## src/logic/vga_pattern_pkg.sv

```systemverilog
// Shared types and constants: pixel position, colour, pattern codes, step size, radial palette
package vga_pattern_pkg;

    // Number of patterns in the display sequence
    localparam int N_PATTERNS = 3;

    // Pixel position and sync levels from the timing generator
    // Both syncs are active low
    typedef struct packed {
        logic [9:0] x;       // Horizontal counter, runs through blanking
        logic [9:0] y;       // Vertical counter, runs through blanking
        logic       active;  // Inside the visible area
        logic       hsync;
        logic       vsync;
    } pixel_pos_t;

    // 6-bit colour, 2 bits per channel
    typedef struct packed {
        logic [1:0] r;
        logic [1:0] g;
        logic [1:0] b;
    } rgb_t;

    // Pattern codes in display order
    typedef enum logic [1:0] {
        PAT_CHECKER  = 2'd0,
        PAT_GRADIENT = 2'd1,
        PAT_RADIAL   = 2'd2
    } pattern_t;

    // Animation step added to a phase per frame
    typedef logic [2:0] step_t;

    // One colour per octant of the wheel, going round the centre
    localparam rgb_t RADIAL_PALETTE [0:7] = '{
        '{r: 2'b11, g: 2'b00, b: 2'b00},  // Red
        '{r: 2'b11, g: 2'b10, b: 2'b00},  // Orange
        '{r: 2'b11, g: 2'b11, b: 2'b00},  // Yellow
        '{r: 2'b00, g: 2'b11, b: 2'b00},  // Green
        '{r: 2'b00, g: 2'b11, b: 2'b11},  // Cyan
        '{r: 2'b00, g: 2'b00, b: 2'b11},  // Blue
        '{r: 2'b10, g: 2'b00, b: 2'b11},  // Violet
        '{r: 2'b11, g: 2'b00, b: 2'b11}   // Magenta
    };

    // The wheel needs eight distinct arms
    localparam int N_OCTANTS = 8;

    // Colour constants used by the generators and the selector
    localparam rgb_t RGB_BLACK = '{r: 2'b00, g: 2'b00, b: 2'b00};
    localparam rgb_t RGB_WHITE = '{r: 2'b11, g: 2'b11, b: 2'b11};

endpackage

```

## src/logic/checkerboard_gen.sv

```systemverilog
`timescale 1ns/100ps
// Stage 1 checkerboard generator with a horizontally scrolling offset
module checkerboard_gen (
    input  logic                        clk,
    input  logic                        rst,
    input  logic                        next_frame,
    input  logic                        restart,
    input  vga_pattern_pkg::pixel_pos_t pos,
    input  vga_pattern_pkg::step_t      step_size,
    output vga_pattern_pkg::rgb_t       rgb
);
    import vga_pattern_pkg::*;

    logic [5:0] offset;  // Scroll position within one 64-pixel period
    logic [5:0] col;
    logic       white;

    // 32x32 squares, the columns slide left as the offset grows
    assign col   = pos.x[5:0] + offset;
    assign white = col[5] ^ pos.y[5];

    // Scroll update, restart has priority over a frame step
    always_ff @(posedge clk or posedge rst) begin
        if (rst) begin
            offset <= '0;
        end else if (restart) begin
            offset <= '0;
        end else if (next_frame) begin
            offset <= offset + 6'(step_size);  // Wraps within the period
        end
    end

    // Colour is registered one cycle after pos
    always_ff @(posedge clk) begin
        if (white) begin
            rgb <= RGB_WHITE;
        end else begin
            rgb <= RGB_BLACK;
        end
    end

endmodule

```

## src/logic/gradient_gen.sv

```systemverilog
`timescale 1ns/100ps
// Stage 1 diagonal gradient generator with a moving phase
module gradient_gen (
    input  logic                        clk,
    input  logic                        rst,
    input  logic                        next_frame,
    input  logic                        restart,
    input  vga_pattern_pkg::pixel_pos_t pos,
    input  vga_pattern_pkg::step_t      step_size,
    output vga_pattern_pkg::rgb_t       rgb
);
    logic [5:0] phase;
    logic [5:0] level;  // Position along the diagonal, modulo 64

    // Lines of equal x+y run from top right to bottom left
    assign level = pos.x[5:0] + pos.y[5:0] + phase;

    always_ff @(posedge clk or posedge rst) begin
        if (rst) begin
            phase <= '0;
        end else if (restart) begin
            phase <= '0;
        end else if (next_frame) begin
            phase <= phase + 6'(step_size);
        end
    end

    // Upper bits drive red, lower bits blue, so the colour cycles faster in blue
    always_ff @(posedge clk) begin
        rgb <= '{r: level[5:4], g: level[3:2], b: level[1:0]};
    end

endmodule

```

## src/logic/pattern_selector.sv

```systemverilog
`timescale 1ns/100ps
// Stage 2 pattern selector: frame counting, pattern sequencing, generator strobes, output register
module pattern_selector #(
    parameter int FRAMES_PER_PATTERN = 300
) (
    input  logic                        clk,
    input  logic                        rst,
    input  logic                        paused,
    input  vga_pattern_pkg::pixel_pos_t pos,
    input  vga_pattern_pkg::rgb_t       checker_rgb,
    input  vga_pattern_pkg::rgb_t       gradient_rgb,
    input  vga_pattern_pkg::rgb_t       radial_rgb,
    output logic                        checker_next,
    output logic                        gradient_next,
    output logic                        radial_next,
    output logic                        restart,
    output logic                        hsync,
    output logic                        vsync,
    output vga_pattern_pkg::rgb_t       rgb
);
    import vga_pattern_pkg::*;

    localparam int FW = $clog2(FRAMES_PER_PATTERN + 1);

    pattern_t    pattern;
    logic [FW-1:0] frame_cnt;
    logic        vsync_q;      // pos.vsync of the previous cycle
    logic        frame_edge;
    logic        anim_step;
    logic        last_frame;
    logic        active_d;     // Syncs and active delayed to match the generators
    logic        hsync_d;
    logic        vsync_d;
    rgb_t        sel_rgb;

    // End of the vsync pulse marks a new frame
    assign frame_edge = pos.vsync && !vsync_q;
    assign anim_step  = frame_edge && !paused;
    assign last_frame = (frame_cnt == FW'(FRAMES_PER_PATTERN - 1));

    // Only the generator on screen advances
    assign checker_next  = anim_step && (pattern == PAT_CHECKER);
    assign gradient_next = anim_step && (pattern == PAT_GRADIENT);
    assign radial_next   = anim_step && (pattern == PAT_RADIAL);

    // Frame counting runs while paused too
    always_ff @(posedge clk or posedge rst) begin
        if (rst) begin
            vsync_q   <= 1'b1;
            frame_cnt <= '0;
            pattern   <= PAT_CHECKER;
            restart   <= 1'b0;
        end else begin
            vsync_q <= pos.vsync;
            restart <= 1'b0;
            if (frame_edge) begin
                if (last_frame) begin
                    frame_cnt <= '0;
                    if (pattern == pattern_t'(N_PATTERNS - 1)) begin
                        pattern <= PAT_CHECKER;
                        restart <= 1'b1;  // All phases back to zero
                    end else begin
                        pattern <= pattern_t'(pattern + 2'd1);
                    end
                end else begin
                    frame_cnt <= frame_cnt + FW'(1);
                end
            end
        end
    end

    always_comb begin
        case (pattern)
            PAT_CHECKER:  sel_rgb = checker_rgb;
            PAT_GRADIENT: sel_rgb = gradient_rgb;
            PAT_RADIAL:   sel_rgb = radial_rgb;
            default:      sel_rgb = RGB_BLACK;
        endcase
    end

    // Two register stages, the first lines up with the generator outputs
    always_ff @(posedge clk or posedge rst) begin
        if (rst) begin
            active_d <= 1'b0;
            hsync_d  <= 1'b1;
            vsync_d  <= 1'b1;
            hsync    <= 1'b1;
            vsync    <= 1'b1;
            rgb      <= RGB_BLACK;
        end else begin
            active_d <= pos.active;
            hsync_d  <= pos.hsync;
            vsync_d  <= pos.vsync;
            hsync    <= hsync_d;
            vsync    <= vsync_d;
            rgb      <= active_d ? sel_rgb : RGB_BLACK;  // Blank outside the visible area
        end
    end

    a_pattern_legal: assert property (
        @(posedge clk) disable iff (rst)
        pattern inside {PAT_CHECKER, PAT_GRADIENT, PAT_RADIAL}
    );

endmodule

```

## src/logic/radial_arm_gen.sv

```systemverilog
`timescale 1ns/100ps
// Stage 1 radial arm generator: octant wheel around the screen centre with rotation
module radial_arm_gen #(
    parameter int H_ACTIVE = 640,
    parameter int V_ACTIVE = 480
) (
    input  logic                        clk,
    input  logic                        rst,
    input  logic                        next_frame,
    input  logic                        restart,
    input  vga_pattern_pkg::pixel_pos_t pos,
    input  vga_pattern_pkg::step_t      step_size,
    output vga_pattern_pkg::rgb_t       rgb
);
    import vga_pattern_pkg::*;

    // Centre of the visible area
    localparam logic signed [10:0] CX = 11'(H_ACTIVE / 2);
    localparam logic signed [10:0] CY = 11'(V_ACTIVE / 2);

    logic [2:0]         rotation;
    logic signed [10:0] dx;
    logic signed [10:0] dy;
    logic [10:0]        adx;
    logic [10:0]        ady;
    logic [2:0]         octant;
    logic [2:0]         pal_idx;

    assign dx = signed'({1'b0, pos.x}) - CX;
    assign dy = signed'({1'b0, pos.y}) - CY;

    // Magnitudes, used to split each quadrant along its diagonal
    assign adx = dx[10] ? 11'(-dx) : 11'(dx);
    assign ady = dy[10] ? 11'(-dy) : 11'(dy);

    assign octant  = {dx[10], dy[10], (adx < ady)};
    assign pal_idx = octant + rotation;  // Modulo 8 by width

    // Wheel rotation, one palette slot per step
    always_ff @(posedge clk or posedge rst) begin
        if (rst) begin
            rotation <= '0;
        end else if (restart) begin
            rotation <= '0;
        end else if (next_frame) begin
            rotation <= rotation + step_size;
        end
    end

    always_ff @(posedge clk) begin
        rgb <= RADIAL_PALETTE[pal_idx];
    end

    // The selector sends restart only after the last radial frame step
    a_no_step_on_restart: assert property (
        @(posedge clk) disable iff (rst)
        !(next_frame && restart)
    );

endmodule

```

## src/logic/vga_pattern_top.sv

```systemverilog
`timescale 1ns/100ps
// Top level: timing generator, three pattern generators and the pattern selector
module vga_pattern_top #(
    parameter int H_ACTIVE           = 640,
    parameter int H_FRONT            = 16,
    parameter int H_SYNC             = 96,
    parameter int H_BACK             = 48,
    parameter int V_ACTIVE           = 480,
    parameter int V_FRONT            = 10,
    parameter int V_SYNC             = 2,
    parameter int V_BACK             = 33,
    parameter int FRAMES_PER_PATTERN = 300
) (
    input  logic                   clk,
    input  logic                   rst,
    input  logic                   paused,
    input  vga_pattern_pkg::step_t step_size,
    output logic                   hsync,
    output logic                   vsync,
    output vga_pattern_pkg::rgb_t  rgb
);
    import vga_pattern_pkg::*;

    pixel_pos_t pos;
    rgb_t       checker_rgb;
    rgb_t       gradient_rgb;
    rgb_t       radial_rgb;
    logic       checker_next;
    logic       gradient_next;
    logic       radial_next;
    logic       restart;       // Shared by all generators

    vga_timing #(
        .H_ACTIVE(H_ACTIVE), .H_FRONT(H_FRONT), .H_SYNC(H_SYNC), .H_BACK(H_BACK),
        .V_ACTIVE(V_ACTIVE), .V_FRONT(V_FRONT), .V_SYNC(V_SYNC), .V_BACK(V_BACK)
    ) u_timing (
        .clk(clk), .rst(rst), .pos(pos)
    );

    checkerboard_gen u_checker (
        .clk(clk), .rst(rst), .next_frame(checker_next), .restart(restart),
        .pos(pos), .step_size(step_size), .rgb(checker_rgb)
    );

    gradient_gen u_gradient (
        .clk(clk), .rst(rst), .next_frame(gradient_next), .restart(restart),
        .pos(pos), .step_size(step_size), .rgb(gradient_rgb)
    );

    radial_arm_gen #(.H_ACTIVE(H_ACTIVE), .V_ACTIVE(V_ACTIVE)) u_radial (
        .clk(clk), .rst(rst), .next_frame(radial_next), .restart(restart),
        .pos(pos), .step_size(step_size), .rgb(radial_rgb)
    );

    pattern_selector #(.FRAMES_PER_PATTERN(FRAMES_PER_PATTERN)) u_selector (
        .clk(clk), .rst(rst), .paused(paused), .pos(pos),
        .checker_rgb(checker_rgb), .gradient_rgb(gradient_rgb), .radial_rgb(radial_rgb),
        .checker_next(checker_next), .gradient_next(gradient_next),
        .radial_next(radial_next), .restart(restart),
        .hsync(hsync), .vsync(vsync), .rgb(rgb)
    );

endmodule

```

## src/logic/vga_timing.sv

```systemverilog
`timescale 1ns/100ps
// Stage 0 timing generator: horizontal and vertical counters, sync and active decode
module vga_timing #(
    parameter int H_ACTIVE = 640,
    parameter int H_FRONT  = 16,
    parameter int H_SYNC   = 96,
    parameter int H_BACK   = 48,
    parameter int V_ACTIVE = 480,
    parameter int V_FRONT  = 10,
    parameter int V_SYNC   = 2,
    parameter int V_BACK   = 33
) (
    input  logic                        clk,
    input  logic                        rst,
    output vga_pattern_pkg::pixel_pos_t pos
);
    import vga_pattern_pkg::*;

    localparam int H_TOTAL      = H_ACTIVE + H_FRONT + H_SYNC + H_BACK;
    localparam int V_TOTAL      = V_ACTIVE + V_FRONT + V_SYNC + V_BACK;
    localparam int H_SYNC_START = H_ACTIVE + H_FRONT;
    localparam int H_SYNC_END   = H_SYNC_START + H_SYNC;
    localparam int V_SYNC_START = V_ACTIVE + V_FRONT;
    localparam int V_SYNC_END   = V_SYNC_START + V_SYNC;

    logic [9:0] x_nxt;
    logic [9:0] y_nxt;
    pixel_pos_t pos_nxt;

    // Horizontal first, the vertical counter steps at the end of each line
    always_comb begin
        x_nxt = pos.x + 10'd1;
        y_nxt = pos.y;
        if (pos.x == 10'(H_TOTAL - 1)) begin
            x_nxt = '0;
            if (pos.y == 10'(V_TOTAL - 1)) begin
                y_nxt = '0;
            end else begin
                y_nxt = pos.y + 10'd1;
            end
        end
    end

    // Regions decoded from the next count so that pos stays aligned
    always_comb begin
        pos_nxt.x      = x_nxt;
        pos_nxt.y      = y_nxt;
        pos_nxt.active = (x_nxt < 10'(H_ACTIVE)) && (y_nxt < 10'(V_ACTIVE));
        pos_nxt.hsync  = !((x_nxt >= 10'(H_SYNC_START)) && (x_nxt < 10'(H_SYNC_END)));
        pos_nxt.vsync  = !((y_nxt >= 10'(V_SYNC_START)) && (y_nxt < 10'(V_SYNC_END)));
    end

    // The registered position doubles as the counter state
    always_ff @(posedge clk or posedge rst) begin
        if (rst) begin
            pos <= '{x: '0, y: '0, active: 1'b1, hsync: 1'b1, vsync: 1'b1};
        end else begin
            pos <= pos_nxt;
        end
    end

    // Generators rely on active never flagging a blanking pixel
    a_active_in_area: assert property (
        @(posedge clk) disable iff (rst)
        pos.active |-> ((pos.x < 10'(H_ACTIVE)) && (pos.y < 10'(V_ACTIVE)))
    );

endmodule

```

## config.mk

```make
export PLATFORM = sky130hd
export DESIGN_NAME = vga_pattern_top
export DESIGN_NICKNAME = d
export VERILOG_FILES = /design/src/logic/vga_pattern_pkg.sv /design/src/logic/checkerboard_gen.sv /design/src/logic/gradient_gen.sv /design/src/logic/pattern_selector.sv /design/src/logic/radial_arm_gen.sv /design/src/logic/vga_pattern_top.sv /design/src/logic/vga_timing.sv
export SDC_FILE = /design/constraint.sdc
export NUM_CORES = 1
export LEC_CHECK = 0
export BUFFER_PORTS_ARGS = -buffer_cell sky130_fd_sc_hd__buf_2
export CORE_MARGIN = 2
export CORE_UTILIZATION = 30
export DETAILED_ROUTE_END_ITERATION = 16
export SYNTH_ARGS = -nofsm -noshare
export SYNTH_HDL_FRONTEND = slang
export SYNTH_SLANG_ARGS = --single-unit
```

## constraint.sdc

```tcl
create_clock -name clk -period 5.3 [get_ports clk]
set_input_delay 0.795 -clock clk [delete_from_list [all_inputs] [get_ports clk]]
set_output_delay 0.795 -clock clk [all_outputs]
set_load 0.02 [all_outputs]
```

==> results of run 1 <==
-- sequential cells by signal, indices dropped and copies added, names as in the netlist --
register              flops
u_gradient.phase          6
u_selector.frame_cnt      9
u_selector.restart        1
u_selector.active_d       1
u_selector.hsync          1
u_checker.offset          6
u_checker.rgb             1
u_radial.rotation         3
u_gradient.rgb            6
u_radial.rgb              5
u_selector.hsync_d        1
u_selector.pattern        2
u_selector.rgb            6
u_selector.vsync_q        1
u_selector.vsync          1
u_timing.pos             23
-- cells by family (layout without fill, tap and decap cells) --
family	Yosys count	after routing
buffers and inverters	41	55
AOI/OAI and AO/OA	85	85
other	2	2
xor gates and xnor gates	48	48
and+or+nand+nor	156	156
DFF	73	73
muxes	8	8
adders and majority gates	49	49
-- worst reg2reg max path: cells and delay by family, from the launching register on --
family	cells	cell delay, ns
AO/OA/AOI/OAI	7	1.30
XOR/XNOR	3	0.59
adder cells (fa/ha/maj)	4	1.06
buffers and inverters	2	0.28
flip-flops	1	0.48
multiplexers	1	0.37
AND/OR/NAND/NOR	2	0.61
-- what timing repair did --
item,CTS,global route
hold buffers,0,0
setup buffers,0,0
gates resized for setup,0,1
endpoints found under the setup margin,0,1
-- Yosys cell counts, types with 2 or more instances --
cell,count
a21o_1,6
a21oi_1,30
a31oi_1,4
a32oi_1,2
and2_1,9
and3_1,5
buf_2,7
buf_4,3
clkbuf_1,7
conb_1,2
dfrtp_1,54
dfstp_2,7
dfxtp_1,12
fa_1,10
ha_1,39
inv_1,23
mux2_2,5
mux2i_1,3
nand2_1,32
nand2b_1,5
nand3_1,24
nand4_1,7
nor2_1,35
nor2_2,2
nor2b_1,9
nor3_1,5
nor3b_1,2
nor4_1,2
nor4_2,3
o21ai_0,26
o22ai_1,2
o31ai_1,6
or3_1,4
xnor2_1,34
xor2_1,13
-- per-layer routing --
layer	GRT usage (%)	share of wire, %
met1	16.43	50
met5	0	0
met4	5.236	2.1
met3	3.416	3.0
met2	18.86	45
-- area by class of cell --
cell class / count / area (um^2) / area share [%]
clock buffers: 9 / 225.2 / 4.466
clock inverters: 7 / 61.31 / 1.216
inverters: 24 / 90.09 / 1.787
multi-input cells: 348 / 2580 / 51.17
flip-flops and latches: 73 / 1775 / 35.21
well taps: 184 / 230.2 / 4.566
repair buffers: 15 / 80.08 / 1.588
-- through the flow --
step / setup WS, ns / hold WS [ns]
CTS: 0.3536 / 0.3558
global placement: 0.6487 / 0.3455
detailed placement: 0.3869 / 0.3472
floorplan: 0.9334 / 0.3452
global route: 0.04100 / 0.3599
finish: 0.4876 / 0.3543
-- worst min path at each step --
stage                                            start                    endpoint  slack, ns
final                     u_selector.hsync_d$_DFF_PP1_  u_selector.hsync$_DFF_PP1_       0.35
after global routing      u_selector.hsync_d$_DFF_PP1_  u_selector.hsync$_DFF_PP1_       0.36
after CTS                 u_selector.hsync_d$_DFF_PP1_  u_selector.hsync$_DFF_PP1_       0.36
after detailed placement  u_selector.hsync_d$_DFF_PP1_  u_selector.hsync$_DFF_PP1_       0.35
after global placement    u_selector.hsync_d$_DFF_PP1_  u_selector.hsync$_DFF_PP1_       0.35
after floorplan           u_selector.hsync_d$_DFF_PP1_  u_selector.hsync$_DFF_PP1_       0.35
-- power by group --
group / leakage, nW / internal [W] / switching, W / total [W]
logic: 1.18 / 0.0000142 / 0.0000232 / 0.0000374
clock network: 0.135 / 0.000326 / 0.000265 / 0.000591
registers: 0.864 / 0.000560 / 0.00000379 / 0.000564
total: 2.18 / 0.000900 / 0.000292 / 0.00119
==> flow_summary.toml, run 1 <==
[outcome]
status = "complete, no violations"

[timing]
rsz0062_at_grt = "false"
min_period_ns = 4.812
post-route-period-util_pct = 90.80
hold_viol = 0
finClkSkew_ns = 0.008005
setup_tns_ns = 0
setup_viol = 0
slew_viol_final = 0
worst_slew_pin_slew_ns = 0.8101
maxSlewHeadroom_pct = 45.99
max_freq_mhz = 207.8

[finish]
layout_commonest_cell = "dfrtp_1"
drive_gt1_share_pct = 12.18
diodes = 0
area_growth_pct = 11.51
most-common-layout-cells = "54 x dfrtp_1, 39 x ha_1, 35 x nor2_1, 33 x xnor2_1, 32 x nand2_1"
stdcell_area_um2 = 5042
n_fill_cell = 1421
final_cells = 660
finish.utilization_pct = 34.43
fin_nets = 526

[drt]
dr.first_iter.drc_count = 212
wl_per_cell_um = 13.90
num_vias = 3216
vias_per_cell = 4.873
ant_nets = 0
firstDrtPassIters = 5
drc = 0
drt_wl_total_mm = 9.172

[setup_path]
slowest_stage = "dfrtp_1"
critPathArrivalTime_ns = 5.05
r2r_start = "u_timing.pos[8]$_DFF_PP0_"
cp_data_required_time_ns = 5.53
critPathBufInv = 2
crit_chain = "ha_1 -> and3_1 -> nor3_1 -> inv_1 -> a21oi_1 -> xnor2_1 -> ha_1 -> o21a_1 -> o2111ai_1 -> a21oi_1 -> a211o_1 -> a21o_1 -> a21oi_1 -> ha_1 -> inv_1 -> fa_1 -> xnor2_1 -> xnor2_2 -> mux2_2"
r2r_slack_ns = 0.49
endpoint_kind = "flip-flop"
r2r-end = "u_radial.rgb[5]$_DFF_P_"
r2r_cells = 19
crit_type = "reg2reg"
crit_path_start_kind = "flip-flop"
startpoint = "u_timing.pos[8]$_DFF_PP0_"
critical-path-max-stage-delay_ns = 0.48
endpoint = "u_radial.rgb[5]$_DFF_P_"
critPathTopFamily = "compound AO/OA/AOI/OAI gates"
crit_fanout = 8
path_depth = 19

[synth]
synth-simple-area-share_pct = 19.06
synth.mux.area_fraction_pct = 1.909
yosys.area_share.adder_pct = 15.22
syn_area_per_cell_um2 = 9.788
syn-cell-area_um2 = 4522
synth_top_family_by_area = "simple AND/OR/NAND/NOR gates"
ys_ff_latch = 73
synth_compound_area_share_pct = 11.07
ys_seq_area_share_pct = 39.26
yosys_warnings = 0
netlist_instances = 462
synthTopCellsByArea = "dfrtp_1 30%, ha_1 11%, xnor2_1 6.6%"
synth-edff-count = 0
synth-xor-area-share_pct = 9.463
ys.flop_type = "dfrtp_1"
synth_top_area_share_pct = 29.88
synthArstFlopShare_pct = 83.56
synth_nets = 517
synthDistinctLibCells = 58
synth_top_area_cell = "dfrtp_1"

[clocking]
cts_sinks = 73
htree_levels = 3
cts_buffers = 9
cts_buffer_depth = 2
clk_pin_slew_ns = 0.06
cts_root_buf = "clkbuf_16"
cts_tree = "done"
clock_latency_ns = 0.34

[grt]
grtUsageTotal_pct = 12.33
grt_max_degree = 62
grt.overflow.total = 0
antenna_found_initial = 0
grt_pass1_vias = 3187
grt_first_pass_wirelength_mm = 15.84

[pwr]
p_leak_nw = 2.183
peakVddDrop_mv = 0.1603
power.total_w = 0.001192
powerDensity_nw_per_um2 = 236.4

[place]
dp_cells = 644
dp_hpwl_mm = 6.636
dpl_cell_area_um2 = 4748
numPortBuffers = 13
place_congestion = 0.8567

[die]
die_w_um = 126.8
initial_utilization_pct = 30.88
dieArea_um2 = 16070
core_area_um2 = 14640
io_pins = 14
die_h_um = 126.8
rows = 44

[flow_run]
drv_cap = 0

[hold_path]
hp-class = "reg2reg"
holdPathStages = 0
No activity file was read; power rests on OpenSTA's default activity.
==> run 2, diff against run 1 <==
- CORE_UTILIZATION: 30 -> 40
==> run 2 against run 1 <==
Compared with the run above: power down 0.84%; sequential power barely moved; first-iteration DRC count increased by 22%; clock skew about the same; cell count is 6.7% lower; global-route usage grew 3.7 points; core utilization is 11 points higher; via count decreased by 0.25%; cell area shrank 1.3%; critical path type unchanged; largest power group unchanged; highest routed layer unchanged.
==> flow_summary.toml, run 2 (same netlist as run 1, synthesis figures left out) <==
[clocking]
cts_buffer_depth = 2
cts_resized = 0
cts_root_buf = "clkbuf_16"
htree_levels = 3
cts_hold_buf = 0
clock_latency_ns = 0.34
cts_buffers = 9
clk_pin_slew_ns = 0.06
cts_tree = "done"
cts_sinks = 73
post_cts_buffers = 0

[setup_path]
critPathArrivalTime_ns = 5.10
r2r_start = "u_timing.pos[8]$_DFF_PP0_"
endpoint_kind = "flip-flop"
slowest_stage = "dfrtp_1"
crit_type = "reg2reg"
crit_chain = "ha_1 -> and3_1 -> nor3_1 -> inv_1 -> a21oi_1 -> xnor2_1 -> ha_1 -> o21a_1 -> o2111ai_1 -> a21oi_1 -> a211o_1 -> a21o_1 -> a21oi_1 -> ha_1 -> inv_1 -> fa_1 -> xnor2_1 -> xnor2_1 -> mux2_2"
cp_data_required_time_ns = 5.52
crit_fanout = 8
critical-path-max-stage-delay_ns = 0.48
crit_path_start_kind = "flip-flop"
r2r-end = "u_radial.rgb[5]$_DFF_P_"
r2r_slack_ns = 0.42
r2r_cells = 19

[die]
dieArea_um2 = 12170
io_pins = 14
initial_utilization_pct = 41.35
die_w_um = 110.3
rows = 38
die_h_um = 110.3
core_area_um2 = 10940

[finish]
n_fill_cell = 1022
final_cells = 616
layout_commonest_cell = "dfrtp_1"
top_regs = "u_timing.pos (23), u_selector.frame_cnt (9)"
fin_nets = 526
finish.utilization_pct = 45.53
area_growth_pct = 10.10
diodes = 0
drive_gt1_share_pct = 11.97
most-common-layout-cells = "54 x dfrtp_1, 39 x ha_1, 35 x nor2_1, 34 x xnor2_1, 32 x nand2_1"
regMostFlops = "u_timing.pos"
largest_register_ffs = 23

[drt]
drt_wl_total_mm = 8.833
ant_nets = 0
firstDrtPassIters = 5
dr.first_iter.drc_count = 258
drc = 0
wl_per_cell_um = 14.34
num_vias = 3208
vias_per_cell = 5.208

[outcome]
status = "complete, no violations"

[timing]
worst_slew_pin_slew_ns = 0.7730
setup_tns_ns = 0
finalWorstSetupSlack_ns = 0.4162
slew_viol_final = 0
rsz0062_at_grt = "false"
post-route-period-util_pct = 92.15
hold_viol = 0
finClkSkew_ns = 0.007984
max_freq_mhz = 204.8
min_period_ns = 4.884
setup_viol = 0
maxSlewHeadroom_pct = 48.03

[place]
numPortBuffers = 13
place_ws_ns = 0.4333
place_congestion = 0.8211
dp_cells = 600
dp_hpwl_mm = 6.629

[grt]
antenna_found_initial = 0
grt_first_pass_wirelength_mm = 15.12
grt.overflow.total = 0
grt_max_degree = 62
grt_pass1_vias = 3113
grtUsageTotal_pct = 16.08

[hold_path]
holdPathStages = 0
hp-start = "u_selector.hsync_d$_DFF_PP1_"
whs_endpoint = "u_selector.hsync$_DFF_PP1_"
hp-class = "reg2reg"

[pwr]
peakVddDrop_mv = 0.1363
powerDensity_nw_per_um2 = 237.4
p_leak_nw = 2.171

[flow_run]
drv_cap = 0
run 2: cell types whose count changed in the layout (fill, tap and decap cells not counted):
| cell | before | now |
|---|---|---|
| clkinv_4 | 1 | 0 |
| xnor2_1 | 33 | 34 |
| xnor2_2 | 2 | 1 |
| clkinvlp_4 | 2 | 3 |
run 2: where the power goes:
| part | internal, W | total (W) | leakage [nW] | switching [W] |
|---|---|---|---|---|
| Combinational | 0.0000142 | 0.0000367 | 1.18 | 0.0000225 |
| Sequential | 0.000560 | 0.000564 | 0.864 | 0.00000366 |
| Clock | 0.000325 | 0.000581 | 0.131 | 0.000256 |
| Total | 0.000899 | 0.00118 | 2.17 | 0.000283 |
run 2: through the flow:
stage / total power (W) / hold slack, ns / instance area, um^2
final: 0.001182 / 0.3554 / 4979
after global routing: 0.001228 / 0.3675 / 4979
after CTS: 0.001193 / 0.3575 / 4979
after detailed placement: 0.0006121 / 0.3468 / 4693
after global placement: 0.0006108 / 0.3459 / 4693
after floorplan: 0.0005997 / 0.3452 / 4522
run 2: final cells by class:
| class | instances | area [um^2] | area share, % |
|---|---|---|---|
| clock buffers | 9 | 225.2 | 4.524 |
| clock inverters | 7 | 60.06 | 1.206 |
| inverters | 24 | 90.09 | 1.810 |
| multi-input cells | 348 | 2572 | 51.67 |
| flip-flops and latches | 73 | 1775 | 35.66 |
| well taps | 140 | 175.2 | 3.518 |
| repair buffers | 15 | 80.08 | 1.608 |
run 2: critical path: cells and delay by family (launching register included):
family	cells	cell delay [ns]
compound gates	7	1.25
fa+ha+maj	4	1.07
xor+xnor	3	0.74
simple gates	2	0.60
flops	1	0.48
mux	1	0.39
buf+inv	2	0.26
run 2: how the worst max path moves through the flow:
stage / startpoint / endpoint / cells after the start
after CTS: u_timing.pos[8]$_DFF_PP0_ / u_radial.rgb[5]$_DFF_P_ / 19
final: u_timing.pos[8]$_DFF_PP0_ / u_radial.rgb[5]$_DFF_P_ / 19
after floorplan: u_timing.pos[7]$_DFF_PP0_ / u_radial.rgb[5]$_DFF_P_ / 19
after global placement: u_timing.pos[8]$_DFF_PP0_ / u_radial.rgb[5]$_DFF_P_ / 19
after detailed placement: u_timing.pos[8]$_DFF_PP0_ / u_radial.rgb[5]$_DFF_P_ / 19
after global routing: u_timing.pos[8]$_DFF_PP0_ / u_radial.rgb[5]$_DFF_P_ / 19
run 2: per-layer routing:
layer  global-route usage, %  up-vias  wire [um]
met5                       0        -          0
met4                   3.750        0         69
li1                        -     1620          -
met3                   3.410        7        278
met1                   21.60     1534       4305
met2                   26.60       47       4180
==> run 3, diff against run 2 <==
- SLEW_MARGIN: default -> 20
- clock period: 5.3 -> 5.15 ns (I/O delays scaled with it)
==> run 3 against run 2 <==
Compared with the run above: sequential share of layout area shrank 0.13 points; global-route usage grew 0.46 points; via count is essentially flat; clock skew shrank 0.0039 ns; critical path type unchanged; largest cell class unchanged.
==> flow_summary.toml, run 3 (same netlist as run 1, synthesis figures left out) <==
[pwr]
switching_power_w = 0.0002786
comb_power_share_pct = 3.1
p_leak_nw = 2.187
internal_power_w = 0.0009682
p_seq_share_pct = 46.6
peakVddDrop_mv = 0.1563
powerDensity_nw_per_um2 = 249.5
pwr-share-clk_pct = 50.3
swShare_pct = 22.34

[setup_path]
critPathArrivalTime_ns = 4.90
cp_data_required_time_ns = 5.37
endpoint_kind = "flip-flop"
crit_type = "reg2reg"
critPathBufInv = 2
crit_fanout = 8
crit_chain = "ha_1 -> and3_1 -> nor3_1 -> inv_1 -> a21oi_1 -> xnor2_1 -> ha_1 -> o21a_1 -> o2111ai_1 -> a21oi_1 -> a211o_1 -> a21o_1 -> a21oi_1 -> ha_1 -> inv_1 -> fa_1 -> xnor2_1 -> xnor2_2 -> mux2_2"
slowest_stage = "dfrtp_1"
r2r_start = "u_timing.pos[8]$_DFF_PP0_"
r2r_cells = 19
critPathTopFamily = "compound AO/OA/AOI/OAI gates"
critical-path-max-stage-delay_ns = 0.47
r2r_slack_ns = 0.47
r2r-end = "u_radial.rgb[5]$_DFF_P_"
crit_path_start_kind = "flip-flop"

[clocking]
clk_pin_slew_ns = 0.06
htree_levels = 3
clock_latency_ns = 0.33
cts_buffer_depth = 2
cts_buffers = 9
cts_resized = 0
cts_sinks = 73
post_cts_buffers = 0
cts_hold_buf = 0
cts_tree = "done"
cts_root_buf = "clkbuf_16"

[place]
numPortBuffers = 13
dp_cells = 600
place_congestion = 0.8506
dpl_cell_area_um2 = 4693
dp_hpwl_mm = 6.753
place_ws_ns = 0.3291

[hold_path]
holdPathStages = 0
hp-class = "reg2reg"
whs_endpoint = "u_selector.hsync_d$_DFF_PP1_"
hp-start = "u_timing.pos[1]$_DFF_PP1_"

[finish]
top_regs = "u_timing.pos (23), u_selector.frame_cnt (9)"
stdcell_area_um2 = 4997
layout_commonest_cell = "dfrtp_1"
fin_nets = 526
drive_gt1_share_pct = 11.97
regMostFlops = "u_timing.pos"
n_fill_cell = 1040
finish.utilization_pct = 45.70
most-common-layout-cells = "54 x dfrtp_1, 39 x ha_1, 35 x nor2_1, 33 x xnor2_1, 32 x nand2_1"
area_growth_pct = 10.51
diodes = 0
final_cells = 616
largest_register_ffs = 23

[grt]
grt.overflow.total = 0
grt_pass1_vias = 3177
grt_max_degree = 62
antenna_found_initial = 0
grtUsageTotal_pct = 16.54
grt_first_pass_wirelength_mm = 15.53

[timing]
rsz0062_at_grt = "false"
min_period_ns = 4.678
setup_viol = 0
finClkSkew_ns = 0.004111
maxSlewHeadroom_pct = 47.91
slew_viol_final = 0
finalWorstSetupSlack_ns = 0.4721
max_freq_mhz = 213.8
worst_slew_pin_slew_ns = 0.7749
post-route-period-util_pct = 90.83
setup_tns_ns = 0
hold_viol = 0

[die]
die_h_um = 110.3
dieArea_um2 = 12170
rows = 38
initial_utilization_pct = 41.35
die_w_um = 110.3
core_area_um2 = 10940
io_pins = 14

[drt]
drc = 0
ant_nets = 0
wl_per_cell_um = 14.92
dr.first_iter.drc_count = 157
vias_per_cell = 5.203
drt_wl_total_mm = 9.188
num_vias = 3205
firstDrtPassIters = 4

[outcome]
status = "complete, no violations"

[flow_run]
drv_cap = 0
## run 3: how the worst max path moves through the flow
stage	slack, ns	from	cells after the start	end
global route	0.14	u_timing.pos[8]$_DFF_PP0_	19	u_radial.rgb[5]$_DFF_P_
detailed placement	0.33	u_timing.pos[8]$_DFF_PP0_	19	u_radial.rgb[5]$_DFF_P_
finish	0.47	u_timing.pos[8]$_DFF_PP0_	19	u_radial.rgb[5]$_DFF_P_
global placement	0.51	u_timing.pos[8]$_DFF_PP0_	19	u_radial.rgb[5]$_DFF_P_
CTS	0.31	u_timing.pos[8]$_DFF_PP0_	19	u_radial.rgb[5]$_DFF_P_
floorplan	0.78	u_timing.pos[7]$_DFF_PP0_	19	u_radial.rgb[5]$_DFF_P_
## run 3: power groups by stage
stage          Combinational (W)  Sequential, W  Clock (W)
6_report               0.0000387       0.000580   0.000628
5_1_grt                0.0000451       0.000580   0.000668
4_1_cts                0.0000402       0.000580   0.000642
3_5_place_dp           0.0000399       0.000591          0
3_3_place_gp           0.0000379       0.000591          0
2_1_floorplan          0.0000274       0.000590          0
## run 3: routing by layer
layer  global-route usage, %  up-vias  share of wire, %
li1                        -     1616                 -
met1                   21.83     1545                49
met2                   27.56       34                48
met3                   2.469       10               2.4
met4                   5.893        0               1.1
met5                       0        -                 0
## run 3: per-stage QoR
| stage | hold slack, ns | power [W] |
|---|---|---|
| floorplan | 0.3452 | 0.0006172 |
| global placement | 0.3459 | 0.0006287 |
| detailed placement | 0.3468 | 0.0006307 |
| CTS | 0.3549 | 0.001262 |
| global route | 0.3573 | 0.001294 |
| finish | 0.3548 | 0.001247 |
## run 3: final cells by class
cell class	count	area [um^2]	share of cell area, %
Clock inverter	6	67.56	1.352
Tap cell	140	175.2	3.505
Timing Repair Buffer	15	80.08	1.602
Multi-Input combinational cell	348	2580	51.63
Inverter	24	90.09	1.803
Sequential cell	73	1775	35.53
Clock buffer	10	229.0	4.582
